<file path="src/hdl/csr_arch_pkg.sv">
// machine csr architecture constants
package csr_arch_pkg;

    // data and field widths
    localparam int XLEN = 32;
    localparam int CSR_ADDR_W = 12;
    localparam int CAUSE_W = 4;

    // opcodes carried on the request, 2 and 4 are unused
    typedef enum logic [2:0] {
        OP_EXCEPTION = 3'd0,
        OP_MRET      = 3'd1,
        OP_NOP       = 3'd3,
        OP_CSRRW     = 3'd5,
        OP_CSRRS     = 3'd6,
        OP_CSRRC     = 3'd7
    } csr_op_e;

    // supported machine csr addresses
    typedef enum logic [CSR_ADDR_W-1:0] {
        ADDR_MSTATUS = 12'h300,
        ADDR_MIE     = 12'h304,
        ADDR_MEPC    = 12'h341,
        ADDR_MCAUSE  = 12'h342,
        ADDR_MIP     = 12'h344
    } csr_addr_e;

    // trap vector
    localparam logic [XLEN-1:0] IRQ_HANDLER_ADDR = 32'h0000_0010;

    // mstatus bits
    localparam int BIT_MIE = 3;
    localparam int BIT_MPIE = 7;

    // mie / mip bits
    localparam int BIT_SW = 3;
    localparam int BIT_EXT = 11;

    // interrupt flag in the top bit, code below
    localparam logic [CAUSE_W:0] CAUSE_SW_IRQ = 5'b10011;
    localparam logic [CAUSE_W:0] CAUSE_EXT_IRQ = 5'b11011;

endpackage

</file>
<file path="src/hdl/csr_bus_pkg.sv">
// csr unit stage interfaces
package csr_bus_pkg;

    // request as seen at the unit boundary
    typedef struct packed {
        logic                                available;
        logic                                is_write_stage;
        csr_arch_pkg::csr_op_e               op;
        logic [csr_arch_pkg::CSR_ADDR_W-1:0] addr_exception;
        logic [csr_arch_pkg::XLEN-1:0]       write_value;
    } csr_req_t;

    // csrrw replaces, csrrs sets, csrrc clears
    typedef enum logic [1:0] {
        WR_SET_ALL,
        WR_SET,
        WR_CLEAR
    } write_mode_e;

    typedef enum logic [2:0] {
        SEL_MSTATUS,
        SEL_MIE,
        SEL_MEPC,
        SEL_MCAUSE,
        SEL_MIP,
        SEL_NONE
    } csr_sel_e;

    // decode to execute
    typedef struct packed {
        logic                             available;
        logic                             is_write_stage;
        logic                             is_exception;
        logic                             is_mret;
        logic                             is_csr;
        logic                             is_nop;
        write_mode_e                      wr_mode;
        csr_sel_e                         sel;
        logic                             invalid;
        logic [csr_arch_pkg::CAUSE_W:0]   cause;
        logic [csr_arch_pkg::XLEN-1:0]    write_value;
    } csr_decoded_t;

    // enabled fields already include the global enable
    typedef struct packed {
        logic ext_pending;
        logic ext_enabled;
        logic sw_pending;
        logic sw_enabled;
    } csr_irq_t;

endpackage

</file>
<file path="src/hdl/csr_decode.sv">
// csr request decoder
`timescale 1ns/1ps

module csr_decode (
    input  csr_bus_pkg::csr_req_t     req,
    output csr_bus_pkg::csr_decoded_t dec
);

    always_comb begin
        dec.available = req.available;
        dec.is_write_stage = req.is_write_stage;
        dec.is_exception = 1'b0;
        dec.is_mret = 1'b0;
        dec.is_csr = 1'b0;
        dec.is_nop = 1'b0;
        dec.wr_mode = csr_bus_pkg::WR_SET_ALL;
        dec.invalid = 1'b0;
        dec.cause = req.addr_exception[csr_arch_pkg::CAUSE_W:0];
        dec.write_value = req.write_value;

        // opcode class and write mode
        case (req.op)
            csr_arch_pkg::OP_EXCEPTION: dec.is_exception = 1'b1;
            csr_arch_pkg::OP_MRET:      dec.is_mret = 1'b1;
            csr_arch_pkg::OP_NOP:       dec.is_nop = 1'b1;
            csr_arch_pkg::OP_CSRRW: begin
                dec.is_csr = 1'b1;
                dec.wr_mode = csr_bus_pkg::WR_SET_ALL;
            end
            csr_arch_pkg::OP_CSRRS: begin
                dec.is_csr = 1'b1;
                dec.wr_mode = csr_bus_pkg::WR_SET;
            end
            csr_arch_pkg::OP_CSRRC: begin
                dec.is_csr = 1'b1;
                dec.wr_mode = csr_bus_pkg::WR_CLEAR;
            end
            default: dec.invalid = 1'b1;
        endcase

        // register select
        case (req.addr_exception)
            csr_arch_pkg::ADDR_MSTATUS: dec.sel = csr_bus_pkg::SEL_MSTATUS;
            csr_arch_pkg::ADDR_MIE:     dec.sel = csr_bus_pkg::SEL_MIE;
            csr_arch_pkg::ADDR_MEPC:    dec.sel = csr_bus_pkg::SEL_MEPC;
            csr_arch_pkg::ADDR_MCAUSE:  dec.sel = csr_bus_pkg::SEL_MCAUSE;
            csr_arch_pkg::ADDR_MIP:     dec.sel = csr_bus_pkg::SEL_MIP;
            default:                    dec.sel = csr_bus_pkg::SEL_NONE;
        endcase

        if (dec.is_csr && dec.sel == csr_bus_pkg::SEL_NONE) begin
            dec.invalid = 1'b1;
        end
        // mcause is read-only to software
        if (dec.is_csr && req.is_write_stage && dec.sel == csr_bus_pkg::SEL_MCAUSE) begin
            dec.invalid = 1'b1;
        end
    end

endmodule

</file>
<file path="src/hdl/csr_execute.sv">
// csr state and execution
`timescale 1ns/1ps

module csr_execute (
    input  logic                              clk,
    input  logic                              reset_n,
    input  csr_bus_pkg::csr_decoded_t         dec,
    input  logic                              ext_int,
    output logic [csr_arch_pkg::XLEN-1:0]     rd_value,
    output logic                              rd_valid,
    output logic                              fault_req,
    output csr_bus_pkg::csr_irq_t             irq
);

    // architectural state
    logic                                 mstatus_mie;
    logic                                 mstatus_mpie;
    logic                                 mie_ext;
    logic                                 mie_sw;
    logic                                 mip_ext;
    logic                                 mip_sw;
    logic [csr_arch_pkg::XLEN-1:0]        mepc;
    logic                                 mcause_irq;
    logic [csr_arch_pkg::CAUSE_W-1:0]     mcause_code;
    // enable value carried from read stage to write stage
    logic                                 latched_mie;

    logic                                 rd_phase;
    logic                                 wr_phase;
    logic [csr_arch_pkg::XLEN-1:0]        sel_word;
    logic [csr_arch_pkg::XLEN-1:0]        wr_word;

    function automatic logic [csr_arch_pkg::XLEN-1:0] csr_write(
        input logic [csr_arch_pkg::XLEN-1:0] cur,
        input logic [csr_arch_pkg::XLEN-1:0] val,
        input csr_bus_pkg::write_mode_e      mode
    );
        case (mode)
            csr_bus_pkg::WR_SET:   return cur | val;
            csr_bus_pkg::WR_CLEAR: return cur & ~val;
            default:               return val;
        endcase
    endfunction

    assign rd_phase = dec.available && !dec.is_write_stage && !dec.invalid;
    assign wr_phase = dec.available && dec.is_write_stage && !dec.invalid;

    // selected register in its architectural layout
    always_comb begin
        sel_word = '0;
        case (dec.sel)
            csr_bus_pkg::SEL_MSTATUS: begin
                sel_word[csr_arch_pkg::BIT_MIE] = mstatus_mie;
                sel_word[csr_arch_pkg::BIT_MPIE] = mstatus_mpie;
            end
            csr_bus_pkg::SEL_MIE: begin
                sel_word[csr_arch_pkg::BIT_EXT] = mie_ext;
                sel_word[csr_arch_pkg::BIT_SW] = mie_sw;
            end
            csr_bus_pkg::SEL_MEPC: sel_word = mepc;
            csr_bus_pkg::SEL_MCAUSE: begin
                sel_word[csr_arch_pkg::XLEN-1] = mcause_irq;
                sel_word[csr_arch_pkg::CAUSE_W-1:0] = mcause_code;
            end
            csr_bus_pkg::SEL_MIP: begin
                sel_word[csr_arch_pkg::BIT_EXT] = mip_ext;
                sel_word[csr_arch_pkg::BIT_SW] = mip_sw;
            end
            default: sel_word = '0;
        endcase
    end

    assign wr_word = csr_write(sel_word, dec.write_value, dec.wr_mode);

    always_comb begin
        if (dec.is_exception) begin
            rd_value = csr_arch_pkg::IRQ_HANDLER_ADDR;
        end else if (dec.is_mret) begin
            rd_value = mepc;
        end else begin
            rd_value = sel_word;
        end
    end

    assign rd_valid = rd_phase && !dec.is_nop;
    assign fault_req = dec.available && dec.invalid;

    assign irq.ext_pending = mip_ext;
    assign irq.ext_enabled = mie_ext && mstatus_mie;
    assign irq.sw_pending = mip_sw;
    assign irq.sw_enabled = mie_sw && mstatus_mie;

    always_ff @(posedge clk) begin
        if (!reset_n) begin
            mstatus_mie <= 1'b0;
            mstatus_mpie <= 1'b0;
            mie_ext <= 1'b0;
            mie_sw <= 1'b0;
            mip_ext <= 1'b0;
            mip_sw <= 1'b0;
            mepc <= '0;
            mcause_irq <= 1'b0;
            mcause_code <= '0;
            latched_mie <= 1'b0;
        end else begin
            if (rd_phase && dec.is_exception) begin
                latched_mie <= mstatus_mie;
            end else if (rd_phase && dec.is_mret) begin
                latched_mie <= mstatus_mpie;
            end

            if (wr_phase && dec.is_exception) begin
                mcause_irq <= dec.cause[csr_arch_pkg::CAUSE_W];
                mcause_code <= dec.cause[csr_arch_pkg::CAUSE_W-1:0];
                mepc <= {dec.write_value[csr_arch_pkg::XLEN-1:2], 2'b00};
                mstatus_mpie <= latched_mie;
                mstatus_mie <= 1'b0;
                // taking an interrupt retires its pending bit
                if (dec.cause == csr_arch_pkg::CAUSE_SW_IRQ) begin
                    mip_sw <= 1'b0;
                end
                if (dec.cause == csr_arch_pkg::CAUSE_EXT_IRQ) begin
                    mip_ext <= 1'b0;
                end
            end else if (wr_phase && dec.is_mret) begin
                mstatus_mie <= latched_mie;
            end else if (wr_phase && dec.is_csr) begin
                case (dec.sel)
                    csr_bus_pkg::SEL_MSTATUS: begin
                        mstatus_mie <= wr_word[csr_arch_pkg::BIT_MIE];
                        mstatus_mpie <= wr_word[csr_arch_pkg::BIT_MPIE];
                    end
                    csr_bus_pkg::SEL_MIE: begin
                        mie_ext <= wr_word[csr_arch_pkg::BIT_EXT];
                        mie_sw <= wr_word[csr_arch_pkg::BIT_SW];
                    end
                    csr_bus_pkg::SEL_MEPC: mepc <= {wr_word[csr_arch_pkg::XLEN-1:2], 2'b00};
                    csr_bus_pkg::SEL_MIP: begin
                        mip_ext <= wr_word[csr_arch_pkg::BIT_EXT];
                        mip_sw <= wr_word[csr_arch_pkg::BIT_SW];
                    end
                    default: ;
                endcase
            end

            // sticky, wins over a clear in the same cycle
            if (ext_int) begin
                mip_ext <= 1'b1;
            end
        end
    end

    a_trap_clears_mie: assert property (
        @(posedge clk) disable iff (!reset_n)
        (wr_phase && dec.is_exception) |=> !mstatus_mie
    );

    a_mepc_aligned: assert property (
        @(posedge clk) disable iff (!reset_n)
        mepc[1:0] == 2'b00
    );

endmodule

</file>
<file path="src/hdl/csr_result.sv">
// csr output registers
`timescale 1ns/1ps

module csr_result (
    input  logic                          clk,
    input  logic                          reset_n,
    input  logic [csr_arch_pkg::XLEN-1:0] rd_value,
    input  logic                          rd_valid,
    input  logic                          fault_req,
    input  csr_bus_pkg::csr_irq_t         irq,
    output logic [csr_arch_pkg::XLEN-1:0] read_value,
    output logic                          fault,
    output logic                          ext_int_pending,
    output logic                          sw_int_pending
);

    logic ext_ready;
    logic sw_ready;

    // enabled fields already carry the global enable
    assign ext_ready = irq.ext_pending && irq.ext_enabled;
    assign sw_ready = irq.sw_pending && irq.sw_enabled;

    always_ff @(posedge clk) begin
        if (!reset_n) begin
            fault <= 1'b0;
            ext_int_pending <= 1'b0;
            sw_int_pending <= 1'b0;
        end else begin
            fault <= fault_req;
            ext_int_pending <= ext_ready;
            sw_int_pending <= sw_ready;
        end
    end

    // holds until the next read phase
    always_ff @(posedge clk) begin
        if (rd_valid) begin
            read_value <= rd_value;
        end
    end

    a_fault_pulse: assert property (
        @(posedge clk) disable iff (!reset_n)
        (fault && $past(fault)) |-> ($past(fault_req) && $past(fault_req, 2))
    );

endmodule

</file>
<file path="src/hdl/csr_unit.sv">
// machine csr unit
`timescale 1ns/1ps

module csr_unit (
    input  logic                          clk,
    input  logic                          reset_n,
    input  csr_bus_pkg::csr_req_t         req,
    input  logic                          ext_int,
    output logic [csr_arch_pkg::XLEN-1:0] read_value,
    output logic                          fault,
    output logic                          ext_int_pending,
    output logic                          sw_int_pending
);

    csr_bus_pkg::csr_decoded_t     dec;
    logic [csr_arch_pkg::XLEN-1:0] rd_value;
    logic                          rd_valid;
    logic                          fault_req;
    csr_bus_pkg::csr_irq_t         irq;

    csr_decode u_decode (
        .req (req),
        .dec (dec)
    );

    csr_execute u_execute (
        .clk       (clk),
        .reset_n   (reset_n),
        .dec       (dec),
        .ext_int   (ext_int),
        .rd_value  (rd_value),
        .rd_valid  (rd_valid),
        .fault_req (fault_req),
        .irq       (irq)
    );

    csr_result u_result (
        .clk             (clk),
        .reset_n         (reset_n),
        .rd_value        (rd_value),
        .rd_valid        (rd_valid),
        .fault_req       (fault_req),
        .irq             (irq),
        .read_value      (read_value),
        .fault           (fault),
        .ext_int_pending (ext_int_pending),
        .sw_int_pending  (sw_int_pending)
    );

endmodule

</file>
<file path="config.mk">
export PLATFORM = sky130hd
export DESIGN_NAME = csr_unit
export DESIGN_NICKNAME = d
export VERILOG_FILES = /design/src/hdl/csr_arch_pkg.sv /design/src/hdl/csr_bus_pkg.sv /design/src/hdl/csr_decode.sv /design/src/hdl/csr_execute.sv /design/src/hdl/csr_result.sv /design/src/hdl/csr_unit.sv
export SDC_FILE = /design/constraint.sdc
export NUM_CORES = 1
export LEC_CHECK = 0
export ABC_AREA = 1
export BUFFER_PORTS_ARGS = -buffer_cell sky130_fd_sc_hd__buf_4
export CAP_MARGIN = 20
export CORE_ASPECT_RATIO = 2
export CORE_MARGIN = 2
export CORE_UTILIZATION = 56
export CTS_CLUSTER_DIAMETER = 60
export DETAILED_ROUTE_END_ITERATION = 6
export GPL_ROUTABILITY_DRIVEN = 0
export HOLD_SLACK_MARGIN = 0.08
export PLACE_DENSITY_LB_ADDON = 0.2
export SYNTH_ARGS = -nofsm -noshare
export SYNTH_HDL_FRONTEND = slang
export SYNTH_SLANG_ARGS = --single-unit
</file>
<file path="constraint.sdc">
create_clock -name clk -period 3.7 [get_ports clk]
set_input_delay 0.37 -clock clk [delete_from_list [all_inputs] [get_ports clk]]
set_output_delay 0.37 -clock clk [all_outputs]
set_load 0.1 [all_outputs]
</file>
==> results of run 1 <==
## cell usage after synthesis, drive strengths merged
master  count  share of area
a211oi      1         0.0016
a21boi     25          0.039
a21oi      39          0.042
a31oi       1         0.0013
buf        19          0.026
clkbuf     17          0.013
clkinv      1        0.00078
dfxtp      45           0.19
edfxtp     32           0.20
ha          2         0.0052
inv        91          0.072
nand2     175           0.14
nand3      61          0.065
nand4       5          0.011
nor2       50          0.047
nor3       33          0.036
nor4        2         0.0026
o21ai     105           0.11
## kinds of logic (layout without fill, tap and decap cells)
kind of cell	Yosys count	count (layout)	share of synthesized area
compound gates	171	171	0.194
fa+ha+maj	2	2	0.00523
buf+inv	128	201	0.112
flops	77	77	0.389
simple gates	326	326	0.299
## final cells by class
| class | count | area share |
|---|---|---|
| inverter | 92 | 0.0604 |
| clock buffer | 10 | 0.0398 |
| multi-input combinational | 499 | 0.416 |
| sequential | 77 | 0.324 |
| tap | 98 | 0.0213 |
| timing repair buffer | 93 | 0.124 |
| clock inverter | 6 | 0.0152 |
## worst max path at each step
stage	start	endpoint	depth (start not counted)
after floorplan	req[36]	u_result.read_value[0]	9
after global placement	req[42]	u_execute.mepc[5]	15
after detailed placement	req[42]	u_execute.mepc[31]	15
after CTS	req[42]	u_execute.mepc[27]	15
after global routing	req[42]	u_execute.mepc[29]	15
final	req[42]	u_execute.mepc[7]	15
## stage by stage
step	utilization	total power, mW	cell area [µm²]	cells	hold slack (ns)
2_1_floorplan	-	1.14	4780	704	0.435
3_3_place_gp	0.656	1.23	5440	859	0.466
3_5_place_dp	0.656	1.25	5440	859	0.471
4_1_cts	0.694	2.17	5750	875	0.270
5_1_grt	0.694	2.24	5750	875	0.299
6_report	0.694	2.17	5750	875	0.274
## power groups by stage
stage | logic (mW) | clock network (mW) | registers [mW]
floorplan | 0.124 | 0 | 1.01
finish | 0.332 | 0.942 | 0.901
detailed placement | 0.328 | 0 | 0.919
global placement | 0.315 | 0 | 0.919
CTS | 0.329 | 0.942 | 0.901
global route | 0.355 | 0.979 | 0.902
## worst max-delay path: stages
cell	delay (ns)
buf_4	0.10
inv_1	0.04
nand2_1	0.07
nor2_4	0.32
nand3_1	0.16
nand2_1	0.09
nor2_1	0.07
nand3_2	0.10
nand4_4	0.15
nor2_8	0.27
o21ai_2	0.07
buf_4	0.27
inv_2	0.48
o21ai_0	0.19
nor2_1	0.14
## per-layer routing
layer,global-route usage,wire length (µm),vias up,share of wire
met2,0.537,7400,299,0.53
met1,0.297,4780,2373,0.34
met4,0.235,993,0,0.071
li1,-,-,2456,-
met5,0,0,-,0
met3,0.0388,808,83,0.058
==> metrics.txt, run 1 <==
I/O pins=87; total track usage=0.296; Slew headroom=0.284; Tmin final=2.67 ns; GR Overflow Total=0; Seq/Total Area, Yosys=0.389; Max VDD drop=0.000297 V; footprint of the multi-input gates=0.00239 mm²; initial antenna violation count=0; DRT antenna net count=0; Post-Syn Area per Cell=6.79 µm²; max FFs per register=32; CP required=3.97 ns; Reg-to-Reg Start=u_execute.mepc[3]; Syn Nets=758; largest reg by FF count=u_result.read_value; status=finished, final reports clean; Hold EP=u_result.fault; switching pwr=593 µW; skew final=0.00636 ns; Startpoint Class=primary input; Reg2Reg Depth=12; Die ar.=0.00934 mm²; critical setup path kind=in -> reg; most frequent cells in the layout=nand2_1 (174), buf_4 (92), inv_1 (87), o21ai_0 (73), nand3_1 (60); CP Capture Type=flop; first-pass GRT wire length=22.2 mm; DR vias/cell=5.96; num rows=47; Cell Pwr Density=378 mW/mm²; Starting Density=0.577; clock sinks=77; total CTS buffers=9; Synth Cell Area=0.00478 mm²; DR vias=5211; Worst EP arrival=2.94 ns; largest net degree at the start of global routing=63; Largest regs=u_result.read_value x32, u_execute.mepc x30, u_execute.mcause_code x4; PortBufs=84; Pleak=2.49 nW; vias in the first global route=5042; layout cells sized above 1=0.162; Initial DRT Pass Iterations=6; most common cell after layout, fill and taps aside=nand2_1; Max Fclk=374 MHz; YS warnings=0; Hold Path Origin=req[48]; crit share post-route=0.723; Hold Crit Class=in -> reg; Logic pwr share=0.153; Cell Int Power=1.58 mW; hold path depth=3; Residual DRC=0; Tightest Pin Transition=1.07 ns; register area=0.00186 mm²; clock network fraction of design power=0.433; Synth Register Bits=77; final setup vio count=0; Post-CTS Setup Inserts=0; Mapped Cells=704; P&R area growth vs syn=20.3%; final-stage net count=826; worst reg-to-reg setup slack=2.17 ns; Skew-Pair Late Insertion Delay=0.34 ns; CTS root buffer=clkbuf_16; Core ar.=0.00829 mm²; Ant. Diodes=0; Place WS=0.766 ns; Die Span Y=135 µm; H-tree depth=3; DRT Wirelength=14.0 mm; Clock Tree Buf Depth=2; Hold-fix buffers, CTS=0; Routed WL per cell=16.0 µm; setup_tns=0 ns; RSZ-0062 raised after global routing=false; Hold Fails Final Rpt=0; DRT iter0 DRCs=598; Yosys cell types=32; post-CTS resize count=0; max-slew violation count=0; worst-path fanout max=31; FF-to-FF End=u_execute.mepc[3]; setup ws final=1.03 ns; clk slew on worst S/H paths=0.06 ns; fill count=716; die width=69.3 µm; TritonCTS clock tree=yes; max-cap violations=0; Reg power frac=0.414; HPWL Detailed=9.77 mm; Sw Share=0.273
(Power assumes the default switching activity.)
==> inputs of run 2 (changes only) <==
ABC_AREA = 0   (was 1)
CORE_UTILIZATION = 49   (was 56)
clock period = 2.3 ns   (was 3.7 ns; I/O delays follow)
==> metrics.txt, run 2 <==
PortBufs=84 (unchanged); layout cells sized above 1=0.269 (was 0.162); Pleak=1.83 nW (was 2.49 nW); largest net degree at the start of global routing=60 (was 63); TritonCTS clock tree=yes (unchanged); I/O pins=87 (unchanged); CP required=2.54 ns (was 3.97 ns); Core ar.=0.00817 mm² (was 0.00829 mm²); DRT Wirelength=11.0 mm (was 14.0 mm); Max Fclk=548 MHz; Synth area leader=edfxtp_1 (unchanged); Yosys cell types=72 (was 32); P&R area growth vs syn=25.9% (was 20.3%); CTS root buffer=clkbuf_16 (unchanged); skew final=0.00634 ns (was 0.00636 ns); crit share post-route=0.793; CP Capture Type=flop (unchanged); clk slew on worst S/H paths=0.06 ns (about the same); Hold-fix buffers, CTS=0 (unchanged); status=finished, final reports clean (unchanged); Initial DRT Pass Iterations=5 (was 6); Synth Cell Area=0.00405 mm² (was 0.00478 mm²); Ant. Diodes=0 (unchanged); DR vias/cell=6.11 (was 5.96); Synth Register Bits=77 (unchanged); Starting Density=0.496 (was 0.577); Die ar.=0.00906 mm² (was 0.00934 mm²); commonest cells in the netlist=nand2_1 (50), dfxtp_1 (45), edfxtp_1 (32), and2_1 (30), o21a_1 (27) (was nand2_1 (174), inv_1 (87), o21ai_0 (73), nand3_1 (60), dfxtp_1 (45)); Tmin final=1.82 ns; most frequent cells in the layout=buf_4 (92), nand2_1 (50), dfxtp_1 (45), edfxtp_1 (32), and2_1 (29) (was nand2_1 (174), buf_4 (92), inv_1 (87), o21ai_0 (73), nand3_1 (60)); die width=68.3 µm (was 69.3 µm); total CTS buffers=9 (unchanged); Tightest Pin Transition=0.614 ns (was 1.07 ns); Syn Nets=470 (was 758); Cell Pwr Density=645 mW/mm² (was 378 mW/mm²); final-stage net count=548 (was 826); setup_tns=0 ns (unchanged); Post-Syn Area per Cell=9.74 µm² (was 6.79 µm²); Largest regs=u_result.read_value x32, u_execute.mepc x30, u_execute.mcause_code x4 (unchanged); worst-path fanout max=5 (was 31); Slowest cell on crit path=dfxtp_1 (was inv_2); largest cells by area after synthesis=edfxtp_1 (24%), dfxtp_1 (22%), o21a_1 (5.0%) (was edfxtp_1 (20%), dfxtp_1 (19%), nand2_1 (14%)); DRT antenna net count=0 (unchanged); slowest stage delay, CP=0.46 ns (was 0.48 ns); Worst EP arrival=2.07 ns (was 2.94 ns); Residual DRC=0 (unchanged); most common cell after layout, fill and taps aside=buf_4 (was nand2_1); H-tree depth=3 (unchanged); GR Overflow Total=0 (unchanged); DR vias=3649 (was 5211); total track usage=0.258 (was 0.296); Startpoint Class=flop (was primary input); Hold Fails Final Rpt=0 (unchanged); Post-synth EDFFs=32 (unchanged); asr flop ratio synth=0 (unchanged); share of the synthesized area in the top cell type=0.237 (was 0.201); Post-CTS Setup Inserts=0 (unchanged); Clock Tree Buf Depth=2 (unchanged); Place WS=0.154 ns (was 0.766 ns); clock sinks=77 (unchanged); vias in the first global route=3633 (was 5042); critical-path cell list=mux2i_1 -> or3_1 -> a311oi_2 -> o21bai_1 -> a211oi_1 (was buf_4 -> inv_1 -> nand2_1 -> nor2_4 -> nand3_1 -> nand2_1 -> nor2_1 -> nand3_2 -> nand4_4 -> nor2_8 -> o21ai_2 -> buf_4 -> inv_2 -> o21ai_0 -> nor2_1); max-cap violations=0 (unchanged); CP Buf/Inv Count=0 (was 4); HPWL Detailed=7.86 mm (was 9.77 mm); Top Family by Delay on Critical Path=compound AO/OA/AOI/OAI gates (was simple AND/OR/NAND/NOR gates); Skew-Pair Late Insertion Delay=0.33 ns (was 0.34 ns); Top FF cell, synth=dfxtp_1 (unchanged); largest reg by FF count=u_result.read_value (unchanged); Mapped Cells=416 (was 704); YS warnings=0 (unchanged); Max VDD drop=0.000367 V (was 0.000297 V); Die Span Y=133 µm (was 135 µm); DRT iter0 DRCs=333 (was 598); setup ws final=0.476 ns (was 1.03 ns); RSZ-0062 raised after global routing=false (unchanged); Slew headroom=0.589 (was 0.284); max-slew violation count=0 (unchanged); Hold Crit Class=in -> reg (unchanged); critical setup path kind=reg -> reg (was in -> reg); Seq/Total Area, Yosys=0.459 (was 0.389); most frequent cell after synthesis=nand2_1 (unchanged); post-CTS resize count=0 (unchanged); num rows=47 (unchanged); final setup vio count=0 (unchanged); first-pass GRT wire length=17.6 mm (was 22.2 mm); max FFs per register=32 (unchanged); initial antenna violation count=0 (unchanged); Routed WL per cell=18.4 µm (was 16.0 µm)
run 2: changes by cell type in the layout (fill, tap and decap cells not counted), moves of 27 or more:
cell	change
nand2_1	-124
inv_1	-80
o21ai_0	-62
nand3_1	-50
nor2_1	-31
nor3_1	-31
a21oi_1	-30
and2_1	+29
o21a_1	+27
run 2: report_power, final:
part | internal (mW) | switching, mW
Combinational | 0.147 | 0.288
Sequential | 1.44 | 0.0102
Clock | 0.868 | 0.536
run 2: logic make-up after synthesis:
group | synth area share
DFF | 0.459
adders and majority gates | 0.00617
AOI/OAI and AO/OA | 0.259
xor gates and xnor gates | 0.00216
and+or+nand+nor | 0.214
muxes | 0.0130
buffers and inverters | 0.0463
run 2: final cells by class:
cell class              instances  area [µm²]
well taps                      98         123
inverters                       7        26.3
repair buffers                 97         791
flip-flops and latches         77        1860
multi-input cells             302        2010
clock inverters                 4        50.0
clock buffers                  12         246
fillers                       689        3070
run 2: path summary, 6_finish.rpt:
path                             from                        to  slack [ns]  depth (start not counted)
max             u_execute.mstatus_mie     u_execute.mstatus_mie        0.48                          5
min                           ext_int         u_execute.mip_ext        0.17                          2
max reg2reg     u_execute.mstatus_mie     u_execute.mstatus_mie        0.48                          5
min reg2reg  u_execute.mcause_code[1]  u_execute.mcause_code[1]        0.46                          2
run 2: layer usage:
metal	routed length (µm)	vias up	track usage
li1	-	1728	-
met3	496	34	0.0485
met4	532	0	0.153
met1	3860	1762	0.280
met5	0	-	0
met2	6100	125	0.443
run 2: metrics by stage:
step	hold slack [ns]	std cells	util	power, mW	cell area [µm²]
after global placement	0.451	581	0.588	1.90	4810
final	0.166	597	0.624	3.29	5100
after global routing	0.165	597	0.624	3.40	5100
after floorplan	0.375	416	-	1.75	4060
after detailed placement	0.463	581	0.588	1.91	4810
after CTS	0.151	597	0.624	3.31	5100
==> inputs of run 3 (changes only) <==
CORE_UTILIZATION = 55   (was 49)
clock period = 1.7 ns   (was 2.3 ns; I/O delays follow)
==> metrics.txt, run 3 (same netlist as run 2, synthesis figures left out) <==
status=finished with violations (was finished, final reports clean); violated checks=negative setup slack; Ant. Diodes=0 (unchanged); final-stage net count=607 (was 548); worst hold slack=0.0946 ns (was 0.166 ns); Startpoint Class=flop (unchanged); TritonCTS clock tree=yes (unchanged); Slew headroom=0.711 (was 0.589); Residual DRC=0 (unchanged); first-pass GRT wire length=19.3 mm (was 17.6 mm); Max VDD drop=0.000591 V (was 0.000367 V); Largest regs=u_result.read_value x32, u_execute.mepc x30, u_execute.mcause_code x4 (unchanged); setup ws final=-0.0549 ns (was 0.476 ns); Hold Fails Final Rpt=0 (unchanged); most frequent cells in the layout=buf_4 (146), nand2_1 (49), dfxtp_1 (43), edfxtp_1 (32), and2_1 (29) (was buf_4 (92), nand2_1 (50), dfxtp_1 (45), edfxtp_1 (32), and2_1 (29)); Tmin final=1.75 ns (was 1.82 ns); CTS root buffer=clkbuf_16 (unchanged); Core ar.=0.00721 mm² (was 0.00817 mm²); vias in the first global route=3790 (was 3633); Hold Crit Class=in -> reg (unchanged); Worst EP arrival=2.00 ns (was 2.07 ns); met3 GRT Util=0.0621 (was 0.0485); crit share post-route=1.03 (was 0.793); total chip power=4.58 mW (was 3.29 mW); max-slew violation count=0 (unchanged); critical setup path kind=reg -> reg (unchanged); Initial DRT Pass Iterations=5 (unchanged); Clock Tree Buf Depth=2 (unchanged); DRT iter0 DRCs=420 (was 333); fill count=497 (was 689); final setup vio count=4 (was 0); CP Capture Type=flop (unchanged); max FFs per register=32 (unchanged); non-filler instance count after layout=650 (was 597); Tightest Pin Transition=0.428 ns (was 0.614 ns); Starting Density=0.562 (was 0.496); cell area after layout=0.00569 mm² (was 0.00510 mm²); met2 global-route usage=0.549 (was 0.443); placed cells=634 (was 581); I/O pins=87 (unchanged); P&R area growth vs syn=40.4% (was 25.9%); Cell Pwr Density=806 mW/mm² (was 645 mW/mm²); DRT Wirelength=12.5 mm (was 11.0 mm); CP required=1.94 ns (was 2.54 ns); Routed WL per cell=19.3 µm (was 18.4 µm); die width=64.7 µm (was 68.3 µm); GR Layer Usage met1=0.325 (was 0.280); num rows=44 (was 47); largest net degree at the start of global routing=38 (was 60); HPWL Detailed=8.93 mm (was 7.86 mm); busiest grt layer=met2 (unchanged); max-cap violations=0 (unchanged); PortBufs=84 (unchanged); skew final=0.00576 ns (was 0.00634 ns); H-tree depth=3 (unchanged); initial antenna violation count=0 (unchanged); Skew-Pair Late Insertion Delay=0.34 ns (was 0.33 ns); Hold-fix buffers, CTS=0 (unchanged); total track usage=0.315 (was 0.258); layout cells sized above 1=0.369 (was 0.269); largest reg by FF count=u_result.read_value (unchanged); Max Fclk=570 MHz (was 548 MHz); Die ar.=0.00811 mm² (was 0.00906 mm²); clk slew on worst S/H paths=0.06 ns (about the same); worst-path fanout max=4 (was 5); DRT antenna net count=0 (unchanged); clock sinks=77 (unchanged); total CTS buffers=9 (unchanged); Post-CTS Setup Inserts=0 (unchanged); DR vias=4034 (was 3649); GR Overflow Total=0 (unchanged); Die Span Y=125 µm (was 133 µm); most common cell after layout, fill and taps aside=buf_4 (unchanged); Final Util=0.789 (was 0.624); RSZ-0062 raised after global routing=true (was false); Post-DP Area=0.00535 mm² (was 0.00481 mm²); Pleak=2.17 nW (was 1.83 nW); DR vias/cell=6.21 (was 6.11)
## run 3: cell types whose count changed in the layout (fill, tap and decap cells not counted), moves of 2 or more
cell	delta
o21ai_0	-2
buf_4	+54
dfxtp_1	-2
buf_12	+5
o21ai_2	+2
## run 3: power by group
part | switching (mW) | internal, mW | total (mW)
logic | 0.427 | 0.274 | 0.701
clock network | 0.743 | 1.18 | 1.92
registers | 0.0146 | 1.95 | 1.96
total | 1.19 | 3.40 | 4.58
## run 3: routing by layer
metal / part of all wire / vias up
li1: - / 1858
met1: 0.35 / 1927
met2: 0.53 / 188
met3: 0.045 / 61
met4: 0.073 / 0
met5: 0 / -
## run 3: stage by stage
stage	setup TNS, ns	setup slack [ns]
6_report	-0.122	-0.0549
5_1_grt	-0.382	-0.109
4_1_cts	-0.00407	-0.00407
2_1_floorplan	-0.513	-0.0764
3_3_place_gp	-9.18	-0.143
3_5_place_dp	-15.17	-0.189
## run 3: path summary, 6_finish.rpt
| kind | start | to | slack, ns | depth (start not counted) |
|---|---|---|---|---|
| min | ext_int | u_execute.mip_ext | 0.09 | 2 |
| min reg2reg | u_execute.mcause_code[3] | u_execute.mcause_code[3] | 0.48 | 2 |
| max | u_execute.mie_sw | u_execute.mie_sw | -0.05 | 5 |
| max reg2reg | u_execute.mie_sw | u_execute.mie_sw | -0.05 | 5 |
## run 3: critical path, stage by stage (launching register included)
cell and delay, ns:
dfxtp_4 0.39, mux2i_4 0.08, or3_4 0.41, a311oi_4 0.35
o21ai_1 0.19, o31ai_1 0.23
## run 3: repair_timing
item	CTS	global route
endpoints found under the setup margin	5	4
resized for setup	1	10
pin swaps	1	6
cloned	0	0
## run 3: layout make-up
| class | instances | area (µm²) | area share |
|---|---|---|---|
| well taps | 92 | 115 | 0.0202 |
| clock buffers | 11 | 243 | 0.0427 |
| inverters | 7 | 26.3 | 0.00462 |
| clock inverters | 5 | 57.6 | 0.0101 |
| repair buffers | 156 | 1300 | 0.228 |
| flip-flops and latches | 77 | 1870 | 0.328 |
| multi-input cells | 302 | 2090 | 0.367 |
